**config.mk**
```make
export PLATFORM = sky130hd
export DESIGN_NAME = cft_flag_top
export DESIGN_NICKNAME = d
export VERILOG_FILES = /design/src/cft_pkg.sv /design/src/cycle_control_fsm.sv /design/src/phase_timer.sv /design/src/flag_unit.sv /design/src/flag_register.sv /design/src/cft_flag_top.sv
export SDC_FILE = /design/constraint.sdc
export NUM_CORES = 1
export LEC_CHECK = 0
export ABC_AREA = 1
export BUFFER_PORTS_ARGS = -buffer_cell sky130_fd_sc_hd__clkbuf_2
export CAP_MARGIN = 20
export CORE_UTILIZATION = 47
export CTS_CLUSTER_SIZE = 40
export DETAILED_ROUTE_END_ITERATION = 8
export PLACE_DENSITY = 0.89
export SLEW_MARGIN = 15
export SYNTH_ARGS = -nofsm -noshare
export SYNTH_HDL_FRONTEND = slang
export SYNTH_SLANG_ARGS = --single-unit
```
**constraint.sdc**
```tcl
create_clock -name clk -period 4.6 [get_ports clk]
set_clock_uncertainty 0.1 [all_clocks]
set_input_delay 1.15 -clock clk [delete_from_list [all_inputs] [get_ports clk]]
set_output_delay 1.15 -clock clk [all_outputs]
set_load 0.01 [all_outputs]
```
**src/cft_pkg.sv**
```systemverilog
package cft_pkg;

   ////////////////////////////////////////
   // Widths and plain vector types
   ////////////////////////////////////////

   // Default width of the completed-cycle counter
   localparam int CYCLE_COUNT_WIDTH = 16;

   typedef logic [4:0]                   reg_addr_t;
   typedef logic [15:0]                  word_t;
   typedef logic [7:0]                   byte_t;
   // Counter at the default width
   typedef logic [CYCLE_COUNT_WIDTH-1:0] cycle_count_t;

   // Flag register, fi in the top bit
   typedef struct packed {
      logic fi;
      logic fv;
      logic fl;
      logic fz;
      logic fn;
   } flags_t;

   // ALU side of the flag update
   typedef struct packed {
      word_t result;
      // Link bit out of the ALU
      logic  carry;
      logic  overflow;
      // Request for a flag update at the end of T4
      logic  we;
   } alu_flags_t;

   typedef enum logic [1:0] {
      T1 = 2'd0,
      T2 = 2'd1,
      T3 = 2'd2,
      T4 = 2'd3
   } phase_t;

   typedef enum logic [1:0] {
      STOPPED  = 2'd0,
      RUNNING  = 2'd1,
      STEPPING = 2'd2
   } run_state_t;

   ////////////////////////////////////////
   // Microcode register addresses
   ////////////////////////////////////////

   localparam reg_addr_t ADDR_MBP_FLAGS = 5'd13;
   localparam reg_addr_t ADDR_FLAGS     = 5'd14;
   // Write side only
   localparam reg_addr_t ADDR_IR        = 5'd15;
   // Read side only
   localparam reg_addr_t ADDR_AGL       = 5'd15;

   ////////////////////////////////////////
   // Flag bitmap layout
   ////////////////////////////////////////

   // Same layout on the high bus byte and on the panel lights
   localparam int BIT_FI = 7;
   localparam int BIT_FV = 5;
   localparam int BIT_FL = 4;
   localparam int BIT_FZ = 3;
   localparam int BIT_FN = 2;

   // Bitmap bit n sits on bus bit n + 8
   localparam int BUS_HI_LSB = 8;

   // Reserved bit 6 and bits 1..0 read as zero
   function automatic byte_t flag_bitmap(input flags_t f);
      byte_t b;
      b         = '0;
      b[BIT_FI] = f.fi;
      b[BIT_FV] = f.fv;
      b[BIT_FL] = f.fl;
      b[BIT_FZ] = f.fz;
      b[BIT_FN] = f.fn;
      return b;
   endfunction

endpackage

```
**src/cycle_control_fsm.sv**
```systemverilog
`timescale 1ns/1ns

module cycle_control_fsm (
   input  logic clk,
   input  logic reset,
   // Level, keeps cycles going
   input  logic run,
   // One-clock request for a single cycle
   input  logic step,
   // High during an active T4
   input  logic end_of_cycle,
   output logic cycle_active
);

   cft_pkg::run_state_t state;
   cft_pkg::run_state_t state_next;

   ////////////////////////////////////////
   // Next state
   ////////////////////////////////////////

   always_comb begin
      state_next = state;
      case (state)
         cft_pkg::STOPPED: begin
            // Run wins over a step in the same clock
            if (run) begin
               state_next = cft_pkg::RUNNING;
            end else if (step) begin
               state_next = cft_pkg::STEPPING;
            end
         end
         cft_pkg::RUNNING: begin
            // Dropping run only takes effect on a cycle boundary
            if (!run && end_of_cycle) begin
               state_next = cft_pkg::STOPPED;
            end
         end
         cft_pkg::STEPPING: begin
            // One T1..T4 cycle, then back to stopped
            if (end_of_cycle) begin
               state_next = cft_pkg::STOPPED;
            end
         end
         default: begin
            state_next = cft_pkg::STOPPED;
         end
      endcase
   end

   ////////////////////////////////////////
   // State register
   ////////////////////////////////////////

   always_ff @(posedge clk) begin
      if (reset) begin
         state <= cft_pkg::STOPPED;
      end else begin
         state <= state_next;
      end
   end

   // Phases advance in both running and stepping
   assign cycle_active = (state != cft_pkg::STOPPED);

endmodule

```
**src/phase_timer.sv**
```systemverilog
`timescale 1ns/1ns

module phase_timer #(
   parameter int CYCLE_COUNT_WIDTH = cft_pkg::CYCLE_COUNT_WIDTH
) (
   input  logic                         clk,
   input  logic                         reset,
   input  logic                         cycle_active,
   output cft_pkg::phase_t              phase,
   // Last clock of an active cycle
   output logic                         end_of_cycle,
   // Completed processor cycles, for the panel
   output logic [CYCLE_COUNT_WIDTH-1:0] cycle_count
);

   cft_pkg::phase_t phase_next;

   // Phase sequence T1 -> T2 -> T3 -> T4 -> T1
   always_comb begin
      case (phase)
         cft_pkg::T1: phase_next = cft_pkg::T2;
         cft_pkg::T2: phase_next = cft_pkg::T3;
         cft_pkg::T3: phase_next = cft_pkg::T4;
         default:     phase_next = cft_pkg::T1;
      endcase
   end

   assign end_of_cycle = cycle_active && (phase == cft_pkg::T4);

   always_ff @(posedge clk) begin
      if (reset) begin
         phase       <= cft_pkg::T1;
         cycle_count <= '0;
      end else if (cycle_active) begin
         // Phase holds while stopped
         phase <= phase_next;
         if (end_of_cycle) begin
            cycle_count <= cycle_count + 1'b1;
         end
      end
   end

endmodule

```
**src/flag_unit.sv**
```systemverilog
`timescale 1ns/1ns

module flag_unit (
   input  cft_pkg::reg_addr_t waddr,
   input  cft_pkg::reg_addr_t raddr,
   input  cft_pkg::phase_t    phase,
   input  logic               cycle_active,
   input  cft_pkg::flags_t    flags,
   // Level that lights the panel flag section
   input  logic               fp_flags_en,
   // Write strobes, active T4 only
   output logic               flag_we,
   output logic               write_ir,
   output logic               read_agl,
   // High byte of the internal bus
   output cft_pkg::byte_t     ibus_hi,
   output logic               ibus_hi_drive,
   // Front-panel lights
   output cft_pkg::byte_t     fpd
);

   logic [7:0]     wy;
   logic [7:0]     ry;
   logic           t4_active;
   logic           write_flags;
   cft_pkg::byte_t bitmap;

   ////////////////////////////////////////
   // Address decode
   ////////////////////////////////////////

   // 3-to-8 demux, bit 3 enables, bit 4 inhibits
   function automatic logic [7:0] decode_138(input cft_pkg::reg_addr_t addr);
      logic [7:0] y;
      y = '0;
      if (addr[3] && !addr[4]) begin
         y[addr[2:0]] = 1'b1;
      end
      return y;
   endfunction

   assign wy = decode_138(waddr);
   assign ry = decode_138(raddr);

   ////////////////////////////////////////
   // Write side
   ////////////////////////////////////////

   // Writes only happen in the last phase of a live cycle
   assign t4_active = cycle_active && (phase == cft_pkg::T4);

   // Both flag addresses load the same register
   assign write_flags = wy[cft_pkg::ADDR_MBP_FLAGS[2:0]] | wy[cft_pkg::ADDR_FLAGS[2:0]];

   assign flag_we  = write_flags & t4_active;
   assign write_ir = wy[cft_pkg::ADDR_IR[2:0]] & t4_active;

   ////////////////////////////////////////
   // Read side
   ////////////////////////////////////////

   assign bitmap = cft_pkg::flag_bitmap(flags);

   assign ibus_hi_drive = ry[cft_pkg::ADDR_MBP_FLAGS[2:0]] | ry[cft_pkg::ADDR_FLAGS[2:0]];
   // Bus byte is zero when not driving
   assign ibus_hi       = ibus_hi_drive ? bitmap : '0;

   // AGL lives elsewhere, only the strobe is made here
   assign read_agl = ry[cft_pkg::ADDR_AGL[2:0]];

   // Panel shows the bus layout, dark when disabled
   assign fpd = fp_flags_en ? bitmap : '0;

endmodule

```
**src/flag_register.sv**
```systemverilog
`timescale 1ns/1ns

module flag_register (
   input  logic                clk,
   input  logic                reset,
   // Bus write, already gated to an active T4
   input  logic                flag_we,
   input  cft_pkg::phase_t     phase,
   input  logic                cycle_active,
   input  cft_pkg::word_t      bus_in,
   input  cft_pkg::alu_flags_t alu,
   output cft_pkg::flags_t     flags
);

   logic end_of_t4;
   logic alu_update;
   logic result_zero;
   logic result_sign;

   ////////////////////////////////////////
   // Update conditions
   ////////////////////////////////////////

   assign end_of_t4 = cycle_active && (phase == cft_pkg::T4);

   // ALU loses to a bus write in the same cycle
   assign alu_update = end_of_t4 && alu.we && !flag_we;

   assign result_zero = (alu.result == '0);
   assign result_sign = alu.result[$bits(cft_pkg::word_t)-1];

   ////////////////////////////////////////
   // Flag storage
   ////////////////////////////////////////

   always_ff @(posedge clk) begin
      if (reset) begin
         flags <= '0;
      end else if (flag_we) begin
         // Only FI, FV and FL are writable from the bus
         flags.fi <= bus_in[cft_pkg::BUS_HI_LSB + cft_pkg::BIT_FI];
         flags.fv <= bus_in[cft_pkg::BUS_HI_LSB + cft_pkg::BIT_FV];
         flags.fl <= bus_in[cft_pkg::BUS_HI_LSB + cft_pkg::BIT_FL];
      end else if (alu_update) begin
         // FI belongs to the interrupt logic, left alone
         flags.fz <= result_zero;
         flags.fn <= result_sign;
         flags.fl <= alu.carry;
         flags.fv <= alu.overflow;
      end
   end

endmodule

```
**src/cft_flag_top.sv**
```systemverilog
`timescale 1ns/1ns

module cft_flag_top #(
   parameter int CYCLE_COUNT_WIDTH = cft_pkg::CYCLE_COUNT_WIDTH
) (
   input  logic                         clk,
   input  logic                         reset,
   // Front-panel controls
   input  logic                         run,
   input  logic                         step,
   // Microcode addresses, stable for a whole cycle
   input  cft_pkg::reg_addr_t           waddr,
   input  cft_pkg::reg_addr_t           raddr,
   input  cft_pkg::word_t               bus_in,
   input  cft_pkg::alu_flags_t          alu,
   input  logic                         fp_flags_en,
   // Cycle machinery
   output cft_pkg::phase_t              phase,
   output logic                         cycle_active,
   output logic [CYCLE_COUNT_WIDTH-1:0] cycle_count,
   // Flag state and its views
   output cft_pkg::flags_t              flags,
   output cft_pkg::byte_t               ibus_hi,
   output logic                         ibus_hi_drive,
   output cft_pkg::byte_t               fpd,
   // Strobes
   output logic                         flag_we,
   output logic                         write_ir,
   output logic                         read_agl
);

   logic end_of_cycle;

   ////////////////////////////////////////
   // Processor cycle control
   ////////////////////////////////////////

   cycle_control_fsm cycle_control_fsm_i (
      .clk          (clk),
      .reset        (reset),
      .run          (run),
      .step         (step),
      .end_of_cycle (end_of_cycle),
      .cycle_active (cycle_active)
   );

   phase_timer #(
      .CYCLE_COUNT_WIDTH (CYCLE_COUNT_WIDTH)
   ) phase_timer_i (
      .clk          (clk),
      .reset        (reset),
      .cycle_active (cycle_active),
      .phase        (phase),
      .end_of_cycle (end_of_cycle),
      .cycle_count  (cycle_count)
   );

   ////////////////////////////////////////
   // Flag section
   ////////////////////////////////////////

   flag_unit flag_unit_i (
      .waddr         (waddr),
      .raddr         (raddr),
      .phase         (phase),
      .cycle_active  (cycle_active),
      .flags         (flags),
      .fp_flags_en   (fp_flags_en),
      .flag_we       (flag_we),
      .write_ir      (write_ir),
      .read_agl      (read_agl),
      .ibus_hi       (ibus_hi),
      .ibus_hi_drive (ibus_hi_drive),
      .fpd           (fpd)
   );

   // Loads on the edge that closes an active T4
   flag_register flag_register_i (
      .clk          (clk),
      .reset        (reset),
      .flag_we      (flag_we),
      .phase        (phase),
      .cycle_active (cycle_active),
      .bus_in       (bus_in),
      .alu          (alu),
      .flags        (flags)
   );

endmodule

```
; After elaboration in Yosys (flattened, before gate mapping)
; Cells that the tools add are included.
[totals]
reg_bits = 25
input_bits = 50
output_inout_bits = 44
elab_cells = 62
[op_classes]
n_addsub = 1
magnitude_cmp = 4
n_eq_ne = 8
muxes = 16
bitwise = 5
n_reduce_logical = 20
[ops]
columns = operator, count
row1 = $mux W8, 4
row2 = $add A16 B1 Y16 const B, 1
row3 = $logic_not A16 Y1, 1
row4 = $pmux W2 S3, 2
row5 = $mux W2, 5
row6 = $logic_and A1 B1 Y1, 8
row7 = $lt A3 B4 Y1 const B, 2
row8 = $demux W1 S3, 2
row9 = $eq A2 B2 Y1 const B, 3
row10 = $ge A3 B1 Y1 const B, 2
row11 = $eq A2 B1 Y1 const B, 2
row12 = $logic_not A1 Y1, 4
row13 = $logic_not A2 Y1, 2
row14 = $mux W4, 1
row15 = $ne A2 B1 Y1 const B, 2
row16 = $reduce_and A2 Y1, 2
row17 = $reduce_bool A2 Y1, 2
row18 = $ne A3 B3 Y1 const B, 1
row19 = $reduce_and A3 Y1, 1
row20 = $and A1 B1 Y1, 2
row21 = $mux W1, 2
row22 = $or A1 B1 Y1, 2
row23 = $not A1 Y1, 1

; Logic depth before layout (Yosys ltp)
; Gate-level depths: netlist of run 1.
[depth]
depth_word = 11
depth_mapped = 10
ltp_nobuf = 10

; Cells and area by module
; Synthesis of run 1 repeated with hierarchy kept, for this count alone.
[unflattened]
hier_cells = 242
hier_area_um2 = 1545.2
[modules_own_cells]
columns = module, n_inst, cells_each, area_each_um2, seq_area_each_um2
row1 = phase_timer, 1, 129, 927.1, 360.3
row2 = flag_register, 1, 52, 304.0, 100.1
row3 = flag_unit, 1, 46, 217.7, 0.0
row4 = cycle_control_fsm, 1, 15, 96.3, 40.0

; Least setup slack after synthesis of run 1
; OpenSTA, ideal clock, no wires.
[synth_path]
path_type = input to output
from = input port raddr[4]
to = output port ibus_hi[2]
t_arrival_ns = 1.827
required_ns = 3.350
setup_slack_ns = 1.523
stages = 4
n_path_buf = 0
cell_sequence = nand3b_1 nor2_1 inv_1 nor2_1
[synth_between]
elab_chain_len = 5
[synth_lines]
columns = element, line
row1 = "start, declared", cft_flag_top.sv:13  ; input cft_pkg::reg_addr_t raddr,
row2 = $logic_not A1 Y1, flag_unit.sv:36  ; if (addr[3] && !addr[4]) begin
row3 = $logic_and A1 B1 Y1, flag_unit.sv:36
row4 = $mux W8, flag_unit.sv:36
row5 = $or A1 B1 Y1, flag_unit.sv:64  ; assign ibus_hi_drive = ry[cft_pkg::ADDR_MBP_FLAGS[2:0]] | ry[cft_pkg::ADDR_FLAGS[2:0]];
row6 = net ibus_hi_drive, cft_flag_top.sv:24  ; output logic ibus_hi_drive,
row7 = $mux W8, flag_unit.sv:66  ; assign ibus_hi = ibus_hi_drive ? bitmap : '0;
row8 = "end, declared", cft_flag_top.sv:23  ; output cft_pkg::byte_t ibus_hi,
; The timed path passes the listed nets, and every way through them passes these cells.

; Worst setup path after layout of run 1
[layout_path]
from = input port raddr[4]
to = output port ibus_hi[4]
[layout_between]
elab_chain_len = 5
[layout_lines]
columns = element, line
row1 = $logic_not A1 Y1, flag_unit.sv:36
row2 = $logic_and A1 B1 Y1, flag_unit.sv:36
row3 = $mux W8, flag_unit.sv:36
row4 = $or A1 B1 Y1, flag_unit.sv:64
row5 = $mux W8, flag_unit.sv:66
; No other way between the ends.

==> metrics.yaml, run 1 <==
area_growth_pct: 26.4
drive_gt1_share_pct: 33.9
cts_hold_buffers: 0
worstPathArrival_ns: 1.88
switchingPower_mw: 0.110
grt_pass1_vias: 1430
fp.dieH_um: 59.8
grt_first_pass_wirelength_mm: 5.71
path_cells: "clkbuf_2 -> nand3b_1 -> nor2_1 -> inv_1 -> nor2_1 -> clkbuf_2"
ant_nets: 0
ys_seq_area_share_pct: 31.8
min_period_over_period_pct: 68.1
use_met3_pct: 2.60
place_inst: 341
grt-ovfl-total: 0
stdcell_area_sq_um: 1990
worstSetupStartpoint: "raddr[4]"
comb_power_share_pct: 16.4
rows: 20
dieArea_sq_um: 3580
portBuffers: 74
cp-end-kind: "output port"
hold_violations: 0
cp-start-kind: "primary input"
max_freq_mhz: 319
routed_wl_mm: 3.39
netlist-cell-type-count: 31
tritoncts: "done"
wl_per_cell_um: 9.82
placed_area_sq_um: 1960
nNetsFinal: 356
grt.met1_usage_pct: 24.5
root_buffer: "clkbuf_4"
p_leak_nw: 0.985
synth_warnings: 0
yosysMostFrequentCell: "nor2_1"
ys_top_cells_by_count: "nor2_1, nand2_1, inv_1"
cpPeakStageDelay_ns: 0.16
grt_antenna_before_repair: 0
critical_path_class: "primary input to output port"
sw_frac_of_total_pct: 28.0
start_util_pct: 50.6
min-delay-start: "flag_register_i.flags[4]"
slew_viol_final: 0
grt.total_usage_pct: 20.6
insertedDiodeCount: 0
cts_sinks: 25
status: "finished clean"
ys_seq_elements: 25
seqPwrFrac_pct: 58.1
avgSynthCellArea_sq_um: 6.95
post-cts-setup-buffers: 0
gp_congestion: 0.739
clk_path_buf_depth: 2
crit_required_ns: 3.35
drtIter0Drc: 42
cp_max_fo: 5
synth_ff_type: "dfxtp_1"
whs_ns: 0.396
grt_util_met2_pct: 37.8
crit_family: "simple AND/OR/NAND/NOR gates"
maxCapViolations: 0
pin_count: 94
rsz0062_at_grt: "no"
vias: 1610
finalSetupTns_ns: 0
hold_class: "flip-flop to flip-flop"
first_pass_iters: 4
htreeDepth: 1
post-dp-hpwl_mm: 2.79
netlist.area_leader.share_pct: 31.8
rr_startpoint: "phase_timer_i.phase[1]"
fin_crit_ns: 3.13
worstSkewPairLatency_ns: 0.32
path_buf_inv: 3
setup_viol: 0
vias_per_cell: 4.67
syn_area_sq_um: 1570
core_sq_um: 3100
ctsResizeCount: 0
die_x_um: 59.8
p_int_mw: 0.282
synth_area_leaders: "dfxtp_1, nor2_1, nand2_1"
finish.utilization_pct: 64.0
slowest_stage: "nand3b_1"
clk_pin_slew_worst_paths_ns: 0.13
async_flop_share_pct: 0
grt_max_degree: 16
synth_top_area_cell: "dfxtp_1"
cts_buffers: 3
final_cells: 345
route.detailed.drc: 0
peakVddDrop_mv: 0.137
synth_edf_count: 0
pwr_density_cell_nw_per_um2: 197
synth_cells: 226
power_frac_clock_pct: 25.5
busiest_layer: "met2"
[stage by stage]
stage                     power, mW  setup slack (ns)
final                         0.391              1.47
after global routing          0.415              1.31
after CTS                     0.397              1.48
after detailed placement      0.297              1.47
after global placement        0.295              1.50
after floorplan               0.273              1.52
[cell type report]
cell class	instances	area [sq um]
clock buffers	3	22.5
clock inverters	1	5.00
fillers	289	1120
inverters	37	144
multi-input cells	161	890
flip-flops and latches	25	500
well taps	44	55.1
repair buffers	74	370
[path summary, 6_finish.rpt]
check                             endpoint  slack (ns)  cells past startpoint
setup reg to reg  flag_register_i.flags[3]        2.96                      9
setup / recovery                ibus_hi[4]        1.47                      6
hold reg to reg   flag_register_i.flags[4]        0.40                      2
hold / removal    flag_register_i.flags[4]        0.40                      2
[power by group through the flow]
stage | registers (mW) | clock network, mW | logic (mW)
6_report | 0.227 | 0.0997 | 0.0643
5_1_grt | 0.229 | 0.113 | 0.0736
4_1_cts | 0.228 | 0.104 | 0.0652
3_5_place_dp | 0.232 | 0 | 0.0649
3_3_place_gp | 0.232 | 0 | 0.0627
2_1_floorplan | 0.233 | 0 | 0.0403
[layout by cell type (no fill, tap or decap), drive strengths merged]
| cell | instances |
|---|---|
| a211oi | 1 |
| a21oi | 15 |
| and3 | 1 |
| clkbuf | 77 |
| clkinv | 2 |
| conb | 6 |
| dfxtp | 25 |
| ha | 4 |
| inv | 36 |
| nand2 | 42 |
| nand3 | 17 |
| nand3b | 1 |
| nand4 | 6 |
| nor2 | 46 |
| nor3 | 5 |
| o211ai | 1 |
| o21a | 2 |
| o21ai | 10 |
| o21bai | 1 |
| xnor2 | 2 |
| xor2 | 1 |
[sequential cells by signal, indices dropped and copies added (netlist names)]
name,count
flag_register_i.flags,5
cycle_control_fsm_i.state,2
phase_timer_i.phase,2
phase_timer_i.cycle_count,16
[cells by family (layout without fill, tap and decap cells)]
kind of cell    Yosys count  count (layout)  share of synthesized area, %
simple gates            118             118                          40.0
buf+inv                  45             115                          12.7
compound gates           30              30                          10.4
flops                    25              25                          31.8
fa+ha+maj                 4               4                          3.18
xor+xnor                  3               3                          1.67
other cells               1               6                         0.239
[metal layers]
metal  part of all wire (%)  vias up
met5                      0        -
met4                    1.0        0
met3                    5.1        4
met2                     50       50
met1                     44      701
li1                       -      855
[worst reg2reg max path, delay by kind of cell (launching register included)]
| kind | cells | cell delay [ns] |
|---|---|---|
| flip-flops | 1 | 0.41 |
| adder cells (fa/ha/maj) | 1 | 0.26 |
| AND/OR/NAND/NOR | 5 | 0.53 |
| buffers and inverters | 3 | 0.29 |
(Power assumes the default switching activity.)
==> run 2: changes to the inputs <==
--- a/config.mk
+++ b/config.mk
@@ -5,13 +5,13 @@
 export SDC_FILE = /design/constraint.sdc
 export NUM_CORES = 1
 export LEC_CHECK = 0
-export ABC_AREA = 1
+export ABC_AREA = 0
 export BUFFER_PORTS_ARGS = -buffer_cell sky130_fd_sc_hd__clkbuf_2
 export CAP_MARGIN = 20
-export CORE_UTILIZATION = 47
+export CORE_UTILIZATION = 41
 export CTS_CLUSTER_SIZE = 40
 export DETAILED_ROUTE_END_ITERATION = 8
-export PLACE_DENSITY = 0.89
+export PLACE_DENSITY = 0.83
 export SLEW_MARGIN = 15
 export SYNTH_ARGS = -nofsm -noshare
 export SYNTH_HDL_FRONTEND = slang
==> constraint.sdc (replaced) <==
create_clock -name clk -period 3.2 [get_ports clk]
set_clock_uncertainty 0.1 [all_clocks]
set_input_delay 0.8 -clock clk [delete_from_list [all_inputs] [get_ports clk]]
set_output_delay 0.8 -clock clk [all_outputs]
set_load 0.01 [all_outputs]
==> run 2 against run 1 <==
Net effect:
- core utilization decreased by 7.3 points
- total power increased by 34%
- register-to-register slack got worse by 1.9 ns
- clock power increased by 39%
- global-route usage decreased by 3.7 points
- combinational power decreased by 4.5%
- largest cell class unchanged
- non-clock buffer count unchanged
- clock-buffer cell count increased by 1
- first-iteration DRC count decreased by 12%
- largest power group unchanged
- wire length decreased by 11%
- highest routed layer unchanged
- synthesized cell count decreased by 29%
- die area decreased by 2.4%
==> metrics.yaml, run 2 <==
rows: 20
max_freq_mhz: 353
rsz0062_at_grt: "no"
vias: 1338
post-cts-setup-buffers: 0
root_buffer: "clkbuf_4"
async_flop_share_pct: 0
clk_path_buf_depth: 2
routed_wl_mm: 3.01
ys_seq_area_share_pct: 37.5
grt_max_degree: 28
start_util_pct: 43.4
rr_startpoint: "phase_timer_i.phase[1]"
grt.total_usage_pct: 16.9
worstPathArrival_ns: 1.93
clk_pin_slew_worst_paths_ns: 0.13
ant_nets: 0
final_common_cell: "clkbuf_2"
route.detailed.drc: 0
portBuffers: 74
grt-ovfl-total: 0
synth_top_area_cell: "dfxtp_1"
layout_setup_ws_ns: 0.370
wl_per_cell_um: 10.9
cts_buffers: 3
synth_warnings: 0
gp_congestion: 0.754
ys_seq_elements: 25
nNetsFinal: 288
cp_max_fo: 7
syn_area_sq_um: 1340
drive_gt1_share_pct: 34.3
maxCapViolations: 0
cp-start-kind: "flip-flop"
post-dp-hpwl_mm: 2.32
top_register: "phase_timer_i.cycle_count"
ys_top_cells_by_count: "dfxtp_1, nor2_1, nand2_1"
pin_count: 94
first_pass_iters: 4
grt_first_pass_wirelength_mm: 4.52
ctsResizeCount: 0
fp.dieH_um: 59.1
core_sq_um: 3080
htreeDepth: 1
r2r_cells: 5
hold_violations: 0
synth_ff_type: "dfxtp_1"
die_x_um: 59.1
hold_class: "flip-flop to flip-flop"
fillers: 322
worstSkewPairLatency_ns: 0.31
final_cell_mix: "clkbuf_2, dfxtp_1, nor2_1"
path_depth: 5
netlist.area_leader.share_pct: 37.5
tritoncts: "done"
crit_family: "flip-flops"
setup_viol: 0
largest_register_ffs: 16
p_leak_nw: 0.822
pre_cts_slack_ns: 0.532
slowest_stage: "dfxtp_1"
avgSynthCellArea_sq_um: 8.35
grt_antenna_before_repair: 0
slew_headroom_pct: 61.1
worstMarginPinSlew_ns: 0.578
critPathCapture: "flag_we"
top_regs: "phase_timer_i.cycle_count x16, flag_register_i.flags x5"
cp-end-kind: "output port"
finalSetupTns_ns: 0
synth_edf_count: 0
r2r_slack_ns: 1.05
cts_hold_buffers: 0
cts_sinks: 25
regToRegEndpoint: "phase_timer_i.cycle_count[15]"
min_period_over_period_pct: 88.4
grt_pass1_vias: 1049
pwr_density_cell_nw_per_um2: 301
dieArea_sq_um: 3490
fin_crit_ns: 2.83
synth_cells: 160
netlist-cell-type-count: 35
path_cells: "ha_1 -> o21a_1 -> nand3_1 -> inv_1 -> clkbuf_2"
min-delay-start: "phase_timer_i.cycle_count[15]"
path_buf_inv: 2
peakVddDrop_mv: 0.173
status: "finished clean"
vias_per_cell: 4.83
synth_area_leaders: "dfxtp_1, nor2_1, and2_1"
area_growth_pct: 30.6
critical_path_class: "flip-flop to output port"
crit_required_ns: 2.30
yosysMostFrequentCell: "dfxtp_1"
cpPeakStageDelay_ns: 0.44
worstSetupStartpoint: "phase_timer_i.phase[1]"
insertedDiodeCount: 0
drtIter0Drc: 37
slew_viol_final: 0
-- run 2: cell types whose count changed in the layout (fill, tap and decap cells not counted), moves of 5 or more --
cell | before | now
a21oi_1 | 15 | 7
and2_1 | 0 | 10
inv_1 | 32 | 6
nand2_1 | 36 | 15
nand3_1 | 14 | 7
nor2_1 | 37 | 17
nor4_1 | 0 | 5
-- run 2: worst min-delay path by stage --
stage,endpoint,slack (ns),cells past startpoint
after floorplan,phase_timer_i.cycle_count[15],0.40,2
after global placement,phase_timer_i.cycle_count[15],0.37,2
after detailed placement,phase_timer_i.cycle_count[15],0.40,2
after CTS,phase_timer_i.cycle_count[15],0.43,2
after global routing,phase_timer_i.cycle_count[15],0.44,2
final,phase_timer_i.cycle_count[15],0.42,2
-- run 2: layout make-up --
class | instances | area [sq um] | area share, %
repair buffers | 74 | 370 | 21.2
inverters | 6 | 22.5 | 1.29
multi-input cells | 124 | 771 | 44.2
well taps | 44 | 55.1 | 3.15
flip-flops and latches | 25 | 500 | 28.7
clock buffers | 4 | 26.3 | 1.51
-- run 2: kinds of logic after synthesis --
family | Yosys count | share of synthesized area [%]
and+or+nand+nor | 78 | 31.2
muxes | 4 | 3.00
other | 1 | 0.281
xor gates and xnor gates | 11 | 7.21
buffers and inverters | 16 | 6.27
AOI/OAI and AO/OA | 21 | 10.9
adders and majority gates | 4 | 3.75
DFF | 25 | 37.5
-- run 2: tightest hold or removal path: cells and delay by family, from the launching register on --
kind	cells	cell delay [ns]
AO/OA/AOI/OAI	2	0.13
flip-flops	1	0.35
-- run 2: through the flow --
stage	utilization (%)	hold WS (ns)	instances	power [mW]	instance area [sq um]
2_1_floorplan	-	0.402	165	0.365	1360
3_3_place_gp	55.9	0.375	273	0.391	1720
3_5_place_dp	55.9	0.405	273	0.393	1720
4_1_cts	56.7	0.426	277	0.533	1750
5_1_grt	56.7	0.438	277	0.554	1750
6_report	56.7	0.417	277	0.525	1750
-- run 2: report_power, final --
part / internal [mW] / switching [mW]
registers: 0.316 / 0.00826
clock network: 0.0486 / 0.0907
logic: 0.0287 / 0.0327
total: 0.394 / 0.132
-- run 2: per-layer routing --
metal,track usage (%),share of wire (%)
met3,2.62,5.7
met1,20.5,46
met2,29.4,48
met5,0,0
met4,7.48,0.60
